`src/capture_pkg.sv`:
```
package capture_pkg;

    // sample and word geometry
    localparam int SAMPLE_W     = 12;
    localparam int WORD_SAMPLES = 3;
    localparam int WORD_W       = 36;    // WORD_SAMPLES * SAMPLE_W

    // word buffer, power of two so the pointers wrap by themselves
    localparam int FIFO_DEPTH = 16;
    localparam int CREDIT_W   = 5;       // holds 0 .. FIFO_DEPTH

    // capture settings
    localparam int DOWNSAMPLE_W = 13;
    localparam int COUNT_W      = 20;

    // one raw ADC sample
    typedef logic [SAMPLE_W-1:0] sample_t;

    // three samples, oldest in bits 35:24
    typedef logic [WORD_W-1:0] word_t;

    // producer credit counter
    typedef logic [CREDIT_W-1:0] credit_t;

    // samples to skip between taken samples
    typedef logic [DOWNSAMPLE_W-1:0] skip_t;

    // requested and taken sample counts
    typedef logic [COUNT_W-1:0] count_t;

    // capture sequencing
    typedef enum logic [1:0] {
        CAP_IDLE,
        CAP_ARMED,
        CAP_RUN,
        CAP_DONE
    } capture_state_t;

endpackage

```
`src/byte_serializer.sv`:
```
`timescale 1ns/1ps

module byte_serializer (
    input  logic                adc_sampleclk,
    input  logic                reset,
    input  logic                arm_i,
    input  logic                read_en_i,
    input  logic                low_res_i,
    input  logic                low_res_lsb_i,
    input  capture_pkg::word_t  head_word_i,
    input  logic                fifo_empty_i,
    output logic [7:0]          byte_o,
    output logic                pop_o,
    output logic                underflow_err_o
);

    logic [3:0]           pos;      // byte position, 0..2 low-res, 0..8 high-res
    logic [3:0]           nibble;   // low nibble of the first high-res word
    capture_pkg::sample_t sel_sample;
    logic [7:0]           low_byte;
    logic [7:0]           high_byte;
    logic                 read_ok;

    // nothing is consumed once underflow is flagged
    assign read_ok = read_en_i && !fifo_empty_i && !underflow_err_o;

    assign pop_o = read_ok && (low_res_i ? (pos == 4'(capture_pkg::WORD_SAMPLES - 1))
                                         : (pos == 4'd3 || pos == 4'd8));

    always_comb begin
        case (pos)
            4'd0:    sel_sample = head_word_i[35:24];   // oldest sample
            4'd1:    sel_sample = head_word_i[23:12];
            4'd2:    sel_sample = head_word_i[11:0];
            default: sel_sample = '0;
        endcase
    end

    assign low_byte = low_res_lsb_i ? sel_sample[7:0] : sel_sample[11:4];

    // two words as one 72-bit stream, msb first
    always_comb begin
        case (pos)
            4'd0:    high_byte = head_word_i[35:28];
            4'd1:    high_byte = head_word_i[27:20];
            4'd2:    high_byte = head_word_i[19:12];
            4'd3:    high_byte = head_word_i[11:4];
            4'd4:    high_byte = {nibble, head_word_i[35:32]};   // straddles both words
            4'd5:    high_byte = head_word_i[31:24];
            4'd6:    high_byte = head_word_i[23:16];
            4'd7:    high_byte = head_word_i[15:8];
            4'd8:    high_byte = head_word_i[7:0];
            default: high_byte = 8'h00;
        endcase
    end

    assign byte_o = (underflow_err_o || fifo_empty_i) ? 8'h00
                  : (low_res_i ? low_byte : high_byte);

    always_ff @(posedge adc_sampleclk) begin
        if (reset) begin
            pos <= '0;
        end else if (arm_i) begin
            pos <= '0;
        end else if (read_ok) begin
            if (low_res_i)
                pos <= (pos >= 4'(capture_pkg::WORD_SAMPLES - 1)) ? 4'd0 : pos + 4'd1;
            else
                pos <= (pos == 4'd8) ? 4'd0 : pos + 4'd1;
        end
    end

    // kept before the first word is popped
    always_ff @(posedge adc_sampleclk) begin
        if (read_ok && !low_res_i && pos == 4'd3)
            nibble <= head_word_i[3:0];
    end

    always_ff @(posedge adc_sampleclk) begin
        if (reset)
            underflow_err_o <= 1'b0;
        else if (arm_i)
            underflow_err_o <= 1'b0;
        else if (read_en_i && fifo_empty_i)
            underflow_err_o <= 1'b1;   // host read with nothing buffered
    end

endmodule

```
`src/capture_ctrl.sv`:
```
`timescale 1ns/1ps

module capture_ctrl (
    input  logic                  adc_sampleclk,
    input  logic                  reset,
    input  logic                  arm_i,
    input  logic                  capture_go_i,
    input  capture_pkg::sample_t  adc_data_i,
    input  capture_pkg::skip_t    downsample_i,
    input  capture_pkg::count_t   num_samples_i,
    input  logic                  no_clip_errors_i,
    input  logic                  credit_ret_i,
    output logic                  wr_valid_o,
    output capture_pkg::word_t    wr_word_o,
    output logic                  capture_stop_o,
    output logic                  clip_err_o,
    output logic                  overflow_err_o
);

    capture_pkg::capture_state_t state;
    capture_pkg::skip_t          ds_cnt;
    capture_pkg::count_t         sample_cnt;
    capture_pkg::credit_t        credits;
    capture_pkg::word_t          pack;
    logic [1:0]                  slot;          // slot of the next sample in the word
    logic [capture_pkg::COUNT_W:0] taken_next;  // one bit wider, no wrap on compare

    logic arm_ok;
    logic take;
    logic word_end;
    logic last_sample;
    logic has_credit;
    logic clipped;

    assign arm_ok = arm_i && (state == capture_pkg::CAP_IDLE || state == capture_pkg::CAP_DONE);
    assign take = (state == capture_pkg::CAP_RUN) && (ds_cnt == downsample_i);
    assign word_end = take && (slot == 2'(capture_pkg::WORD_SAMPLES - 1));
    assign taken_next = {1'b0, sample_cnt} + 1'b1;

    // stop at the first word boundary at or past the requested count
    assign last_sample = word_end && (taken_next >= {1'b0, num_samples_i});
    assign has_credit = (credits != '0);
    assign clipped = take && !no_clip_errors_i && (adc_data_i == '1 || adc_data_i == '0);

    always_ff @(posedge adc_sampleclk) begin
        if (reset) begin
            state          <= capture_pkg::CAP_IDLE;
            ds_cnt         <= '0;
            slot           <= '0;
            sample_cnt     <= '0;
            capture_stop_o <= 1'b0;
        end else begin
            case (state)
                capture_pkg::CAP_IDLE: begin
                    if (arm_i)
                        state <= capture_pkg::CAP_ARMED;
                end
                capture_pkg::CAP_ARMED: begin
                    if (capture_go_i) begin
                        state      <= capture_pkg::CAP_RUN;
                        ds_cnt     <= '0;
                        slot       <= '0;
                        sample_cnt <= '0;
                    end
                end
                capture_pkg::CAP_RUN: begin
                    if (take) begin
                        ds_cnt     <= '0;
                        sample_cnt <= taken_next[capture_pkg::COUNT_W-1:0];
                        slot       <= word_end ? 2'd0 : slot + 2'd1;
                        if (last_sample)
                            state <= capture_pkg::CAP_DONE;
                    end else begin
                        ds_cnt <= ds_cnt + 1'b1;
                    end
                end
                capture_pkg::CAP_DONE: begin
                    if (arm_i) begin
                        state          <= capture_pkg::CAP_ARMED;
                        capture_stop_o <= 1'b0;
                    end else begin
                        capture_stop_o <= 1'b1;   // one cycle after the last write slot
                    end
                end
                default: state <= capture_pkg::CAP_IDLE;
            endcase
        end
    end

    // newest sample enters at the bottom
    always_ff @(posedge adc_sampleclk) begin
        if (take)
            pack <= {pack[capture_pkg::WORD_W-capture_pkg::SAMPLE_W-1:0], adc_data_i};
    end

    assign wr_word_o = pack;

    always_ff @(posedge adc_sampleclk) begin
        if (reset) begin
            wr_valid_o <= 1'b0;
            credits    <= capture_pkg::credit_t'(capture_pkg::FIFO_DEPTH);
        end else begin
            wr_valid_o <= word_end && has_credit;
            credits    <= credits + capture_pkg::credit_t'(credit_ret_i)
                        - capture_pkg::credit_t'(word_end && has_credit);
        end
    end

    // sticky errors, cleared when a new capture is armed
    always_ff @(posedge adc_sampleclk) begin
        if (reset) begin
            clip_err_o     <= 1'b0;
            overflow_err_o <= 1'b0;
        end else if (arm_ok) begin
            clip_err_o     <= 1'b0;
            overflow_err_o <= 1'b0;
        end else begin
            if (clipped)
                clip_err_o <= 1'b1;
            if (word_end && !has_credit)
                overflow_err_o <= 1'b1;   // adc cannot stall, word is lost
        end
    end

endmodule

```
`src/capture_top.sv`:
```
`timescale 1ns/1ps

module capture_top (
    input  logic                  adc_sampleclk,
    input  logic                  reset,
    input  logic                  arm_i,
    input  logic                  capture_go_i,
    input  capture_pkg::sample_t  adc_data_i,
    input  capture_pkg::skip_t    downsample_i,
    input  capture_pkg::count_t   num_samples_i,
    input  logic                  no_clip_errors_i,
    input  logic                  read_en_i,
    input  logic                  low_res_i,
    input  logic                  low_res_lsb_i,
    output logic                  capture_stop_o,
    output logic                  empty_o,
    output logic [7:0]            byte_o,
    output logic                  error_o,
    output logic [2:0]            error_stat_o
);

    logic               wr_valid;
    capture_pkg::word_t wr_word;
    logic               credit_ret;
    capture_pkg::word_t head_word;
    logic               fifo_empty;
    logic               pop;
    logic               clip_err;
    logic               overflow_err;
    logic               underflow_err;

    capture_ctrl u_capture_ctrl (
        .adc_sampleclk    (adc_sampleclk),
        .reset            (reset),
        .arm_i            (arm_i),
        .capture_go_i     (capture_go_i),
        .adc_data_i       (adc_data_i),
        .downsample_i     (downsample_i),
        .num_samples_i    (num_samples_i),
        .no_clip_errors_i (no_clip_errors_i),
        .credit_ret_i     (credit_ret),
        .wr_valid_o       (wr_valid),
        .wr_word_o        (wr_word),
        .capture_stop_o   (capture_stop_o),
        .clip_err_o       (clip_err),
        .overflow_err_o   (overflow_err)
    );

    word_fifo u_word_fifo (
        .adc_sampleclk (adc_sampleclk),
        .reset         (reset),
        .wr_valid_i    (wr_valid),
        .wr_word_i     (wr_word),
        .pop_i         (pop),
        .head_word_o   (head_word),
        .empty_o       (fifo_empty),
        .credit_ret_o  (credit_ret)
    );

    byte_serializer u_byte_serializer (
        .adc_sampleclk   (adc_sampleclk),
        .reset           (reset),
        .arm_i           (arm_i),
        .read_en_i       (read_en_i),
        .low_res_i       (low_res_i),
        .low_res_lsb_i   (low_res_lsb_i),
        .head_word_i     (head_word),
        .fifo_empty_i    (fifo_empty),
        .byte_o          (byte_o),
        .pop_o           (pop),
        .underflow_err_o (underflow_err)
    );

    assign empty_o      = fifo_empty;
    assign error_stat_o = {clip_err, overflow_err, underflow_err};   // clip is bit 2
    assign error_o      = |error_stat_o;

endmodule

```
`src/word_fifo.sv`:
```
`timescale 1ns/1ps

module word_fifo (
    input  logic                adc_sampleclk,
    input  logic                reset,
    input  logic                wr_valid_i,
    input  capture_pkg::word_t  wr_word_i,
    input  logic                pop_i,
    output capture_pkg::word_t  head_word_o,
    output logic                empty_o,
    output logic                credit_ret_o
);

    capture_pkg::word_t mem [capture_pkg::FIFO_DEPTH];

    logic [$clog2(capture_pkg::FIFO_DEPTH)-1:0] wr_ptr;
    logic [$clog2(capture_pkg::FIFO_DEPTH)-1:0] rd_ptr;
    capture_pkg::credit_t                       count;   // words held
    logic                                       pop_ok;

    assign empty_o = (count == '0);
    assign pop_ok = pop_i && !empty_o;

    // head is read straight from the array, a write shows up one cycle later
    assign head_word_o = mem[rd_ptr];

    always_ff @(posedge adc_sampleclk) begin
        if (wr_valid_i)
            mem[wr_ptr] <= wr_word_i;
    end

    always_ff @(posedge adc_sampleclk) begin
        if (reset) begin
            wr_ptr       <= '0;
            rd_ptr       <= '0;
            count        <= '0;
            credit_ret_o <= 1'b0;
        end else begin
            if (wr_valid_i)
                wr_ptr <= wr_ptr + 1'b1;   // wraps at FIFO_DEPTH
            if (pop_ok)
                rd_ptr <= rd_ptr + 1'b1;

            // simultaneous write and pop leaves the count alone
            count <= count + capture_pkg::credit_t'(wr_valid_i)
                   - capture_pkg::credit_t'(pop_ok);

            credit_ret_o <= pop_ok;   // one credit back per freed entry
        end
    end

endmodule
```
`config.mk`:
```
export PLATFORM = sky130hd
export DESIGN_NAME = capture_top
export DESIGN_NICKNAME = d
export VERILOG_FILES = /design/src/capture_pkg.sv /design/src/byte_serializer.sv /design/src/capture_ctrl.sv /design/src/capture_top.sv /design/src/word_fifo.sv
export SDC_FILE = /design/constraint.sdc
export NUM_CORES = 1
export LEC_CHECK = 0
export ABC_AREA = 1
export BUFFER_PORTS_ARGS = -buffer_cell sky130_fd_sc_hd__buf_4
export CORE_MARGIN = 10
export CORE_UTILIZATION = 56
export DETAILED_ROUTE_END_ITERATION = 10
export HOLD_SLACK_MARGIN = 0.1
export PLACE_DENSITY = 0.75
export SETUP_SLACK_MARGIN = 0.15
export SYNTH_ARGS = -nofsm -noshare
export SYNTH_HDL_FRONTEND = slang
export SYNTH_SLANG_ARGS = --single-unit
```
`constraint.sdc`:
```
create_clock -name adc_sampleclk -period 3 [get_ports adc_sampleclk]
set_clock_uncertainty 0.1 [all_clocks]
set_input_delay 0.45 -clock adc_sampleclk [delete_from_list [all_inputs] [get_ports adc_sampleclk]]
set_output_delay 0.45 -clock adc_sampleclk [all_outputs]
set_load 0.03 [all_outputs]
```
* Word level (Yosys, flattened, before mapping)
Memories as Yosys holds them, arrays and structs flattened. A register that Yosys moved wholly into a read port is not among the register bits.
Index checks and enable logic that the tools add are counted.
** Word-level totals
- Bits in registers :: 105
- Latch bits :: 0
- Memory bits (writable) :: 576
- Bits in read-only memories :: 0
- Input bits :: 53
- Output and inout port bits :: 14
- Word-level logic and storage cells :: 114
- Memories kept :: 1
** Memories
- u_word_fifo.mem :: words 16, bits a word 36, rd ports 1, clocked after Yosys merged registers in 1, write ports 1, RTL line word_fifo.sv:14 : capture_pkg::word_t mem [capture_pkg::FIFO_DEPTH];
** Operators by class
- Add/sub/neg operators :: 10
- $mul :: 0
- Divide/modulo/power cells :: 0
- Order comparisons :: 2
- Equal/unequal tests :: 18
- Shift-type cells :: 0
- Mux-type cells :: 29
- Bitwise operators :: 0
- Reduce and logical (&&, ||, !) cells :: 37
** Operator list (count)
- $pmux W8 S9 :: 1
- $mux W20 :: 2
- $pmux W20 S2 :: 1
- $pmux W12 S3 :: 1
- $mux W13 :: 2
- $pmux W13 S2 :: 1
- $mux W8 :: 3
- $add A20 B1 Y21 const B :: 1
- $ge A21 B20 Y1 :: 1
- $mux W4 :: 5
- $eq A4 B3 Y1 const B :: 4
- $logic_and A1 B1 Y1 :: 15
- $mux W2 :: 7
- $add A13 B1 Y13 const B :: 1
- $eq A13 B13 Y1 :: 1
- $add A4 B1 Y4 const B :: 3
- $eq A12 B12 Y1 const B :: 1
- $logic_not A12 Y1 :: 1
- $add A5 B1 Y5 :: 2
- $sub A5 B1 Y5 :: 2
- $eq A4 B2 Y1 const B :: 2
- $eq A2 B2 Y1 const B :: 3
- $ne A2 B1 Y1 const B :: 3
- $pmux W2 S3 :: 1
- other kinds (20) :: 32

* Logic depth before layout (Yosys ltp)
Gate-level depths: netlist of the first run.
- Word-level depth :: 8
- Gate-level depth with buffers :: 23

* Cells and area by module
Synthesis of the first run repeated with hierarchy kept, for this count alone.
** Second synthesis, totals
- Cells, all modules :: 3249
- Area total of the unflattened synthesis :: 31670.4 µm²
** By module, submodules not included
- word_fifo :: instances 1, cells each 2443, area each 25495.7 µm², sequential area each 17656.9 µm²
- capture_ctrl :: instances 1, cells each 498, area each 4450.5 µm², sequential area each 2001.9 µm²
- byte_serializer :: instances 1, cells each 302, area each 1690.4 µm², sequential area each 220.2 µm²
- capture_top :: instances 1, cells each 6, area each 33.8 µm², sequential area each 0.0 µm²

* Worst setup path after synthesis of the first run
Ideal clock, no wire load.
- Path kind :: register to register
- From :: register u_byte_serializer.pos[0]
- To :: register u_word_fifo.count[4]
- Arrival :: 2.639 ns
- Slack :: 0.139 ns
- Cell stages (with the launch flop) :: 18
- Cells stage by stage :: dfxtp_1 -> inv_1 -> ha_1 -> inv_1 -> nor3_2 -> o21ai_0 -> o21ai_0 -> nand2_1 -> inv_1 -> ha_1 -> inv_1 -> ha_1 -> inv_1 -> fa_1 -> o21ai_0 -> a21oi_1 -> o21ai_0 -> a21oi_1
** Between the ends
- Longest elaborated chain between the ends :: 6
** Ends and longest elaborated chain
- from (decl) :: RTL line byte_serializer.sv:17 : logic [3:0] pos;
- from (signal assigned) :: RTL line byte_serializer.sv:67 : pos <= (pos >= 4'(capture_pkg::WORD_SAMPLES - 1)) ? 4'd0 : pos + 4'd1;
- from (signal assigned) :: RTL line byte_serializer.sv:69 : pos <= (pos == 4'd8) ? 4'd0 : pos + 4'd1;
- $eq A4 B2 Y1 or $eq A4 B4 Y1 (tied branches) :: RTL line byte_serializer.sv:28 : : (pos == 4'd3 || pos == 4'd8));
- $logic_or A1 B1 Y1 :: RTL line byte_serializer.sv:28
- $mux W1 (*) :: RTL line byte_serializer.sv:27 : assign pop_o = read_ok && (low_res_i ? (pos == 4'(capture_pkg::WORD_SAMPLES - 1))
- $logic_and A1 B1 Y1 (*) :: RTL line byte_serializer.sv:27
- $logic_and A1 B1 Y1 (*) :: RTL line word_fifo.sv:22 : assign pop_ok = pop_i && !empty_o;
- via u_word_fifo.pop_ok :: RTL line word_fifo.sv:19 : logic pop_ok;
- $sub A5 B1 Y5 (*) :: RTL line word_fifo.sv:46 : - capture_pkg::credit_t'(pop_ok);
- to (signal assigned) :: RTL line word_fifo.sv:45 : count <= count + capture_pkg::credit_t'(wr_valid_i)
- to (decl) :: RTL line word_fifo.sv:18 : capture_pkg::credit_t count;
The timed path passes the listed nets; every way through them passes the cells marked *.
A chain may end at the register's enable or synchronous reset.

==> results of run 1 <==
worst min-delay path, cell delays in order:
cell,delay [ns]
buf_4,0.08
xnor2_1,0.05
nand3_1,0.06
nor2_1,0.07
nand3_2,0.09
nor2_2,0.04
inv_1,0.06
nor3_1,0.05
repair_timing:
item                       CTS  global route
resized for setup          108           137
setup endpoints to repair   12            14
pin swaps                   29            73
hold buffers                16             0
cloned                       5             7
buffers inserted            24            13
hold endpoints to repair    27             0
cell families (layout without fill, tap and decap cells):
group / count (synthesis) / count (layout) / share of synthesized area (%)
and+or+nand+nor: 1647 / 1647 / 22.39
DFF: 685 / 685 / 64.63
buffers and inverters: 584 / 799 / 7.720
AOI/OAI and AO/OA: 127 / 127 / 2.310
adders and majority gates: 49 / 49 / 2.042
xor gates and xnor gates: 32 / 32 / 0.9112
layout by cell type, fill, tap and decap left out, types with 6 or more instances in the layout:
cell	count
nand2_2	39
nor2_2	13
buf_4	133
nand2_4	13
xor2_1	23
clkbuf_1	17
edfxtp_1	616
a21oi_1	28
buf_16	11
dfxtp_2	13
nor2_1	159
or2_2	13
ha_4	7
buf_12	44
nor3_1	16
clkbuf_16	80
o21ai_1	16
clkinv_1	17
inv_1	430
buf_6	9
o21ai_0	42
bufinv_16	6
clkinv_2	10
nor2_4	20
nand4_1	9
a21oi_2	7
dlygate4sd3_1	16
o22ai_1	11
nand2_1	918
nand3_1	374
nand3_2	42
dfxtp_1	54
inv_2	16
ha_1	37
flip-flops by register name, indices dropped and copies added, names as in the netlist, named ones only:
register / cells
u_capture_ctrl.credits: 5
u_word_fifo.credit_ret_o: 1
u_capture_ctrl.state: 2
u_word_fifo.mem: 576
u_capture_ctrl.slot: 2
u_byte_serializer.underflow_err_o: 1
u_byte_serializer.nibble: 4
u_capture_ctrl.ds_cnt: 13
u_word_fifo.count: 5
u_capture_ctrl.wr_word_o: 36
u_word_fifo.rd_ptr: 4
u_capture_ctrl.sample_cnt: 20
u_byte_serializer.pos: 4
u_capture_ctrl.clip_err_o: 1
u_capture_ctrl.wr_valid_o: 1
u_word_fifo.wr_ptr: 4
u_capture_ctrl.capture_stop_o: 1
u_capture_ctrl.overflow_err_o: 1
path summary, 6_finish.rpt:
check / startpoint / endpoint / cells past startpoint
setup / recovery: flip-flop / byte_o[2] / 18
hold / removal: downsample_i[6] / u_capture_ctrl.wr_valid_o / 8
hold reg to reg: u_capture_ctrl.clip_err_o / u_capture_ctrl.clip_err_o / 2
setup reg to reg: u_capture_ctrl.sample_cnt[1] / u_capture_ctrl.state[1] / 24
metal layers:
layer	wire length, um	global-route usage [%]	up-vias
li1	-	-	10510
met1	31890	31.39	10660
met2	39790	41.45	1170
met3	7705	4.509	223
met4	3102	10.84	0
met5	0	0	-
final cells by class:
type / instances / area (um^2) / area share [%]
Sequential cell: 685 / 19900 / 54.14
Multi-Input combinational cell: 1855 / 9353 / 25.44
Timing Repair Buffer: 219 / 2591 / 7.049
Clock buffer: 95 / 1993 / 5.422
Inverter: 451 / 1724 / 4.690
Tap cell: 696 / 870.8 / 2.369
Clock inverter: 33 / 315.3 / 0.8577
Timing Repair inverter: 1 / 11.26 / 0.03063
power by group through the flow:
stage               registers [mW]  clock network [mW]  logic (mW)
finish                        10.3                8.77       0.467
global route                  10.3                9.24       0.519
CTS                           10.3                8.84       0.459
detailed placement            10.5                   0       0.410
global placement              10.5                   0       0.406
floorplan                     10.5                   0       0.262
per-stage QoR:
stage	hold WS, ns	utilization, %	power [mW]
after floorplan	0.3500	-	10.75
after CTS	0.2138	66.45	19.59
final	0.2968	67.91	19.53
after global placement	0.3659	60.45	10.89
after global routing	0.3315	67.91	20.04
after detailed placement	0.3851	60.45	10.90
==> flow_summary.ini, run 1 <==
[synthesis]
synth_flop_cell = edfxtp_1
async_flop_share_pct = 0
yosys-top-cells-count = nand2_1 (970), edfxtp_1 (616), inv_1 (441)
synth_top_area_share_pct = 60.14
synthesis.nets = 3226
synth_warnings = 0
syn-instance-count = 3124
yosys.area.top_type = edfxtp_1
synth_area_leaders = edfxtp_1 (60%), nand2_1 (12%), nand3_1 (6.8%)
ys_ff_latch = 685
synth_most_common_cell = nand2_1
synth_area_mm2 = 0.03076
synth_edf_count = 616
synth_area_per_cell_um2 = 9.846
ys_seq_area_share_pct = 64.63
synth_cell_types = 44

[sta]
slew_headroom_pct = 56.68
post-route-period-util_pct = 112.6
tightest_slew_ns = 0.6499
max_freq_mhz = 296.1
fin_setup_tns_ns = -2.502
finalHoldViolations = 0
rsz0062_at_grt = true
maxSlewViolCount = 0
setup_slack_ns = -0.3773
fin_crit_ns = 3.377
setup_viol = 8

[finish]
final_cell_count_no_fill = 4035
final_cell_area_mm2 = 0.03676
antenna_cells = 0
fillCellCount = 3807
drive_above_1_share_pct = 15.51
syn_to_final_growth_pct = 19.51
nNetsFinal = 3386

[route]
drt-initial-drc-count = 2508
avgRoutedWirePerCell_um = 20.44
vias_per_cell = 5.593
routed_wl_mm = 82.49
ant_nets = 0
first_pass_iters = 7
vias = 22570
drc = 0

[setup_path]
rrSetupSlack_ns = 0.16
endpoint_kind = primary output
cp_common_cell = buf_12
crit_type = reg2out
path_buf_inv = 6
cp_slowest_cell = dfxtp_4
critical_path_required_ns = 2.45
path_max_fanout = 5
crit_chain = buf_12, buf_12, buf_12, buf_16, buf_12, nand2_4, nand2_2, nand2_2, nand3_2, nand3_1, nand2_2, nand2_1, nand2_1, nor2_1, nand3_1, nor2_1, nor2_2, buf_4
cp_top_family = simple AND/OR/NAND/NOR gates
critical_path.max_stage_delay_ns = 0.36
worstPathArrival_ns = 2.83
cp-start-kind = flip-flop

[floorplanning]
die-area_mm2 = 0.06470
core_mm2 = 0.05413
ios = 67
die_h_um = 254.4
start_util_pct = 56.82
placement_rows = 85
dieWidth_um = 254.4

[hold_path]
hold_class = in2reg

[cts]
cts_buffer_depth = 3
clk_pin_slew_ns = 0.06
cts_tree = built
cts_buffers = 71
clk_latency_ns = 0.62
cts-htree-levels = 3
cts_root_buf = clkbuf_16
clkSinkCount = 685

[placement]
hpwlAfterDp_mm = 43.67
dp_cells = 3842
dpl_cell_area_mm2 = 0.03272
place.gp.congestion = 0.8948
dp_slack_ns = -0.1600
port_buffers = 66

[power_and_ir_drop]
powerDensity_mw_per_mm2 = 531.2
p_switching_mw = 3.904
peakVddDrop_uv = 489.5
switching_share_pct = 19.99
clock_power_share_pct = 44.9
pwr-share-seq_pct = 52.7
leakagePower_nw = 15.17
p_comb_share_pct = 2.4
internal_power_mw = 15.62

[global_route]
grt_use_total_pct = 24.84
grt.overflow.total = 0
grt_pass1_wl_mm = 122.9
grt_pass1_vias = 21990
antenna_found_initial = 0
grt_max_degree = 77

[outcome]
status = finished with violations
violations = negative setup slack

[job]
drv_cap = 0
Note: power is estimated with default switching activity, not from simulation.
==> run 2, diff against run 1 <==
--- a/config.mk
+++ b/config.mk
@@ -12,6 +12,7 @@
 export DETAILED_ROUTE_END_ITERATION = 10
 export HOLD_SLACK_MARGIN = 0.1
 export PLACE_DENSITY = 0.75
+export RECOVER_POWER = 50
 export SETUP_SLACK_MARGIN = 0.15
 export SYNTH_ARGS = -nofsm -noshare
 export SYNTH_HDL_FRONTEND = slang
==> flow_summary.ini, run 2 (synthesized netlist as in run 1, its figures left out) <==
[sta]
slew_headroom_pct = -0.09242
tightest_slew_ns = 1.501
holdWs_ns = 0.2939
setup_viol = 8
fin_crit_ns = 3.364
setup_slack_ns = -0.3637
rsz0062_at_grt = true
maxSlewViolCount = 34
max_freq_mhz = 297.3
finalHoldViolations = 0
post-route-period-util_pct = 112.1

[placement]
port_buffers = 66
dp_slack_ns = -0.1600
place.gp.congestion = 0.8948
hpwlAfterDp_mm = 43.67

[floorplanning]
start_util_pct = 56.82
core_mm2 = 0.05413
die_h_um = 254.4
die-area_mm2 = 0.06470
placement_rows = 85
dieWidth_um = 254.4
ios = 67

[finish]
largest_reg_flops = 576
top_register = u_word_fifo.mem
drive_above_1_share_pct = 14.79
final_cell_mix = nand2_1 (918), edfxtp_1 (616), inv_1 (431), nand3_1 (374), nor2_1 (163)
fillCellCount = 3836
final_common_cell = nand2_1
antenna_cells = 0
nNetsFinal = 3386
syn_to_final_growth_pct = 19.15

[route]
drc = 0
avgRoutedWirePerCell_um = 20.45
vias = 22470
vias_per_cell = 5.570
drt-initial-drc-count = 2494
routed_wl_mm = 82.50
first_pass_iters = 6
ant_nets = 0

[global_route]
grt_pass1_vias = 21990
grt.overflow.total = 0
grt_use_total_pct = 24.84
grt_max_degree = 77
grt_pass1_wl_mm = 122.9
antenna_found_initial = 0

[cts]
cts_tree = built
clk_latency_ns = 0.62
clk_pin_slew_ns = 0.06
cts-htree-levels = 3
cts_buffers = 71
cts_root_buf = clkbuf_16
cts_buffer_depth = 3
clkSinkCount = 685

[setup_path]
critical_path_required_ns = 2.45
path_max_fanout = 5
worstPathArrival_ns = 2.81
crit_type = reg2out
rrSetupSlack_ns = 0.12
cp-start-kind = flip-flop
worstReg2RegStart = u_byte_serializer.pos[1]
endpoint_kind = primary output

[outcome]
violations = max-capacitance violations, max-slew violations, negative setup slack
status = finished with violations

[power_and_ir_drop]
peakVddDrop_uv = 489.9
leakagePower_nw = 15.10
powerDensity_mw_per_mm2 = 532.4

[job]
drv_cap = 1

[hold_path]
worstHoldStart = downsample_i[6]
hold_class = in2reg
## run 2: cell count changes in the layout (fill, tap and decap cells not counted), sizes merged
| cell | previous run | this run |
|---|---|---|
| clkbuf | 99 | 118 |
| buf | 198 | 179 |
## run 2: per-layer routing
metal,routed length (um),GRT usage (%),vias up
met5,0,0,-
met4,3103,10.84,0
met3,7959,4.509,210
met2,39890,41.45,1100
met1,31540,31.39,10650
li1,-,-,10520
## run 2: path summary, 6_finish.rpt
kind	end	depth (start not counted)
min reg2reg	u_capture_ctrl.overflow_err_o	2
max	byte_o[2]	18
min	u_capture_ctrl.wr_valid_o	8
max reg2reg	u_word_fifo.count[4]	18
## run 2: through the flow
stage	utilization [%]	setup TNS, ns	std cells	power, mW	instance area [um^2]
finish	67.71	-2.470	4035	19.51	36650
global route	67.71	-3.536	4035	20.03	36650
CTS	66.45	-2.446	4015	19.59	35970
detailed placement	60.45	-0.4333	3842	10.90	32720
global placement	60.45	-0.2061	3842	10.89	32720
floorplan	-	0	3124	10.75	30770
## run 2: cell type report
type / count / area (um^2) / share of cell area (%)
Tap cell: 696 / 870.8 / 2.376
Multi-Input combinational cell: 1855 / 9323 / 25.44
Clock inverter: 33 / 315.3 / 0.8603
Timing Repair Buffer: 219 / 2512 / 6.855
Clock buffer: 95 / 1993 / 5.438
Inverter: 451 / 1724 / 4.704
Sequential cell: 685 / 19900 / 54.30
Timing Repair inverter: 1 / 11.26 / 0.03072
## run 2: power by group
part / switching [mW] / leakage [nW] / internal, mW
combinational: 0.282 / 7.87 / 0.173
sequential: 0.0285 / 6.10 / 10.3
clock: 3.59 / 1.13 / 5.18
## run 2: what timing repair did
action | CTS | global route
pin swaps | 29 | 73
hold endpoints to repair | 27 | 0
setup buffers | 24 | 13
cloned | 5 | 7
resized for setup | 108 | 137
endpoints found under the setup margin | 12 | 14
hold buffers | 16 | 0
## run 2: worst max-delay path, cell delays in order, from the launching register on
cell and delay, ns:
dfxtp_4 0.36, buf_12 0.15, buf_12 0.14, buf_12 0.13, buf_16 0.13, buf_12 0.13, nand2_4 0.05, nand2_2 0.04
nand2_2 0.06, nand3_2 0.07, nand3_1 0.11, nand2_2 0.07, nand2_1 0.06, nand2_1 0.05, nor2_1 0.11, nand3_1 0.12
nor2_1 0.16, nor2_2 0.07, buf_4 0.17
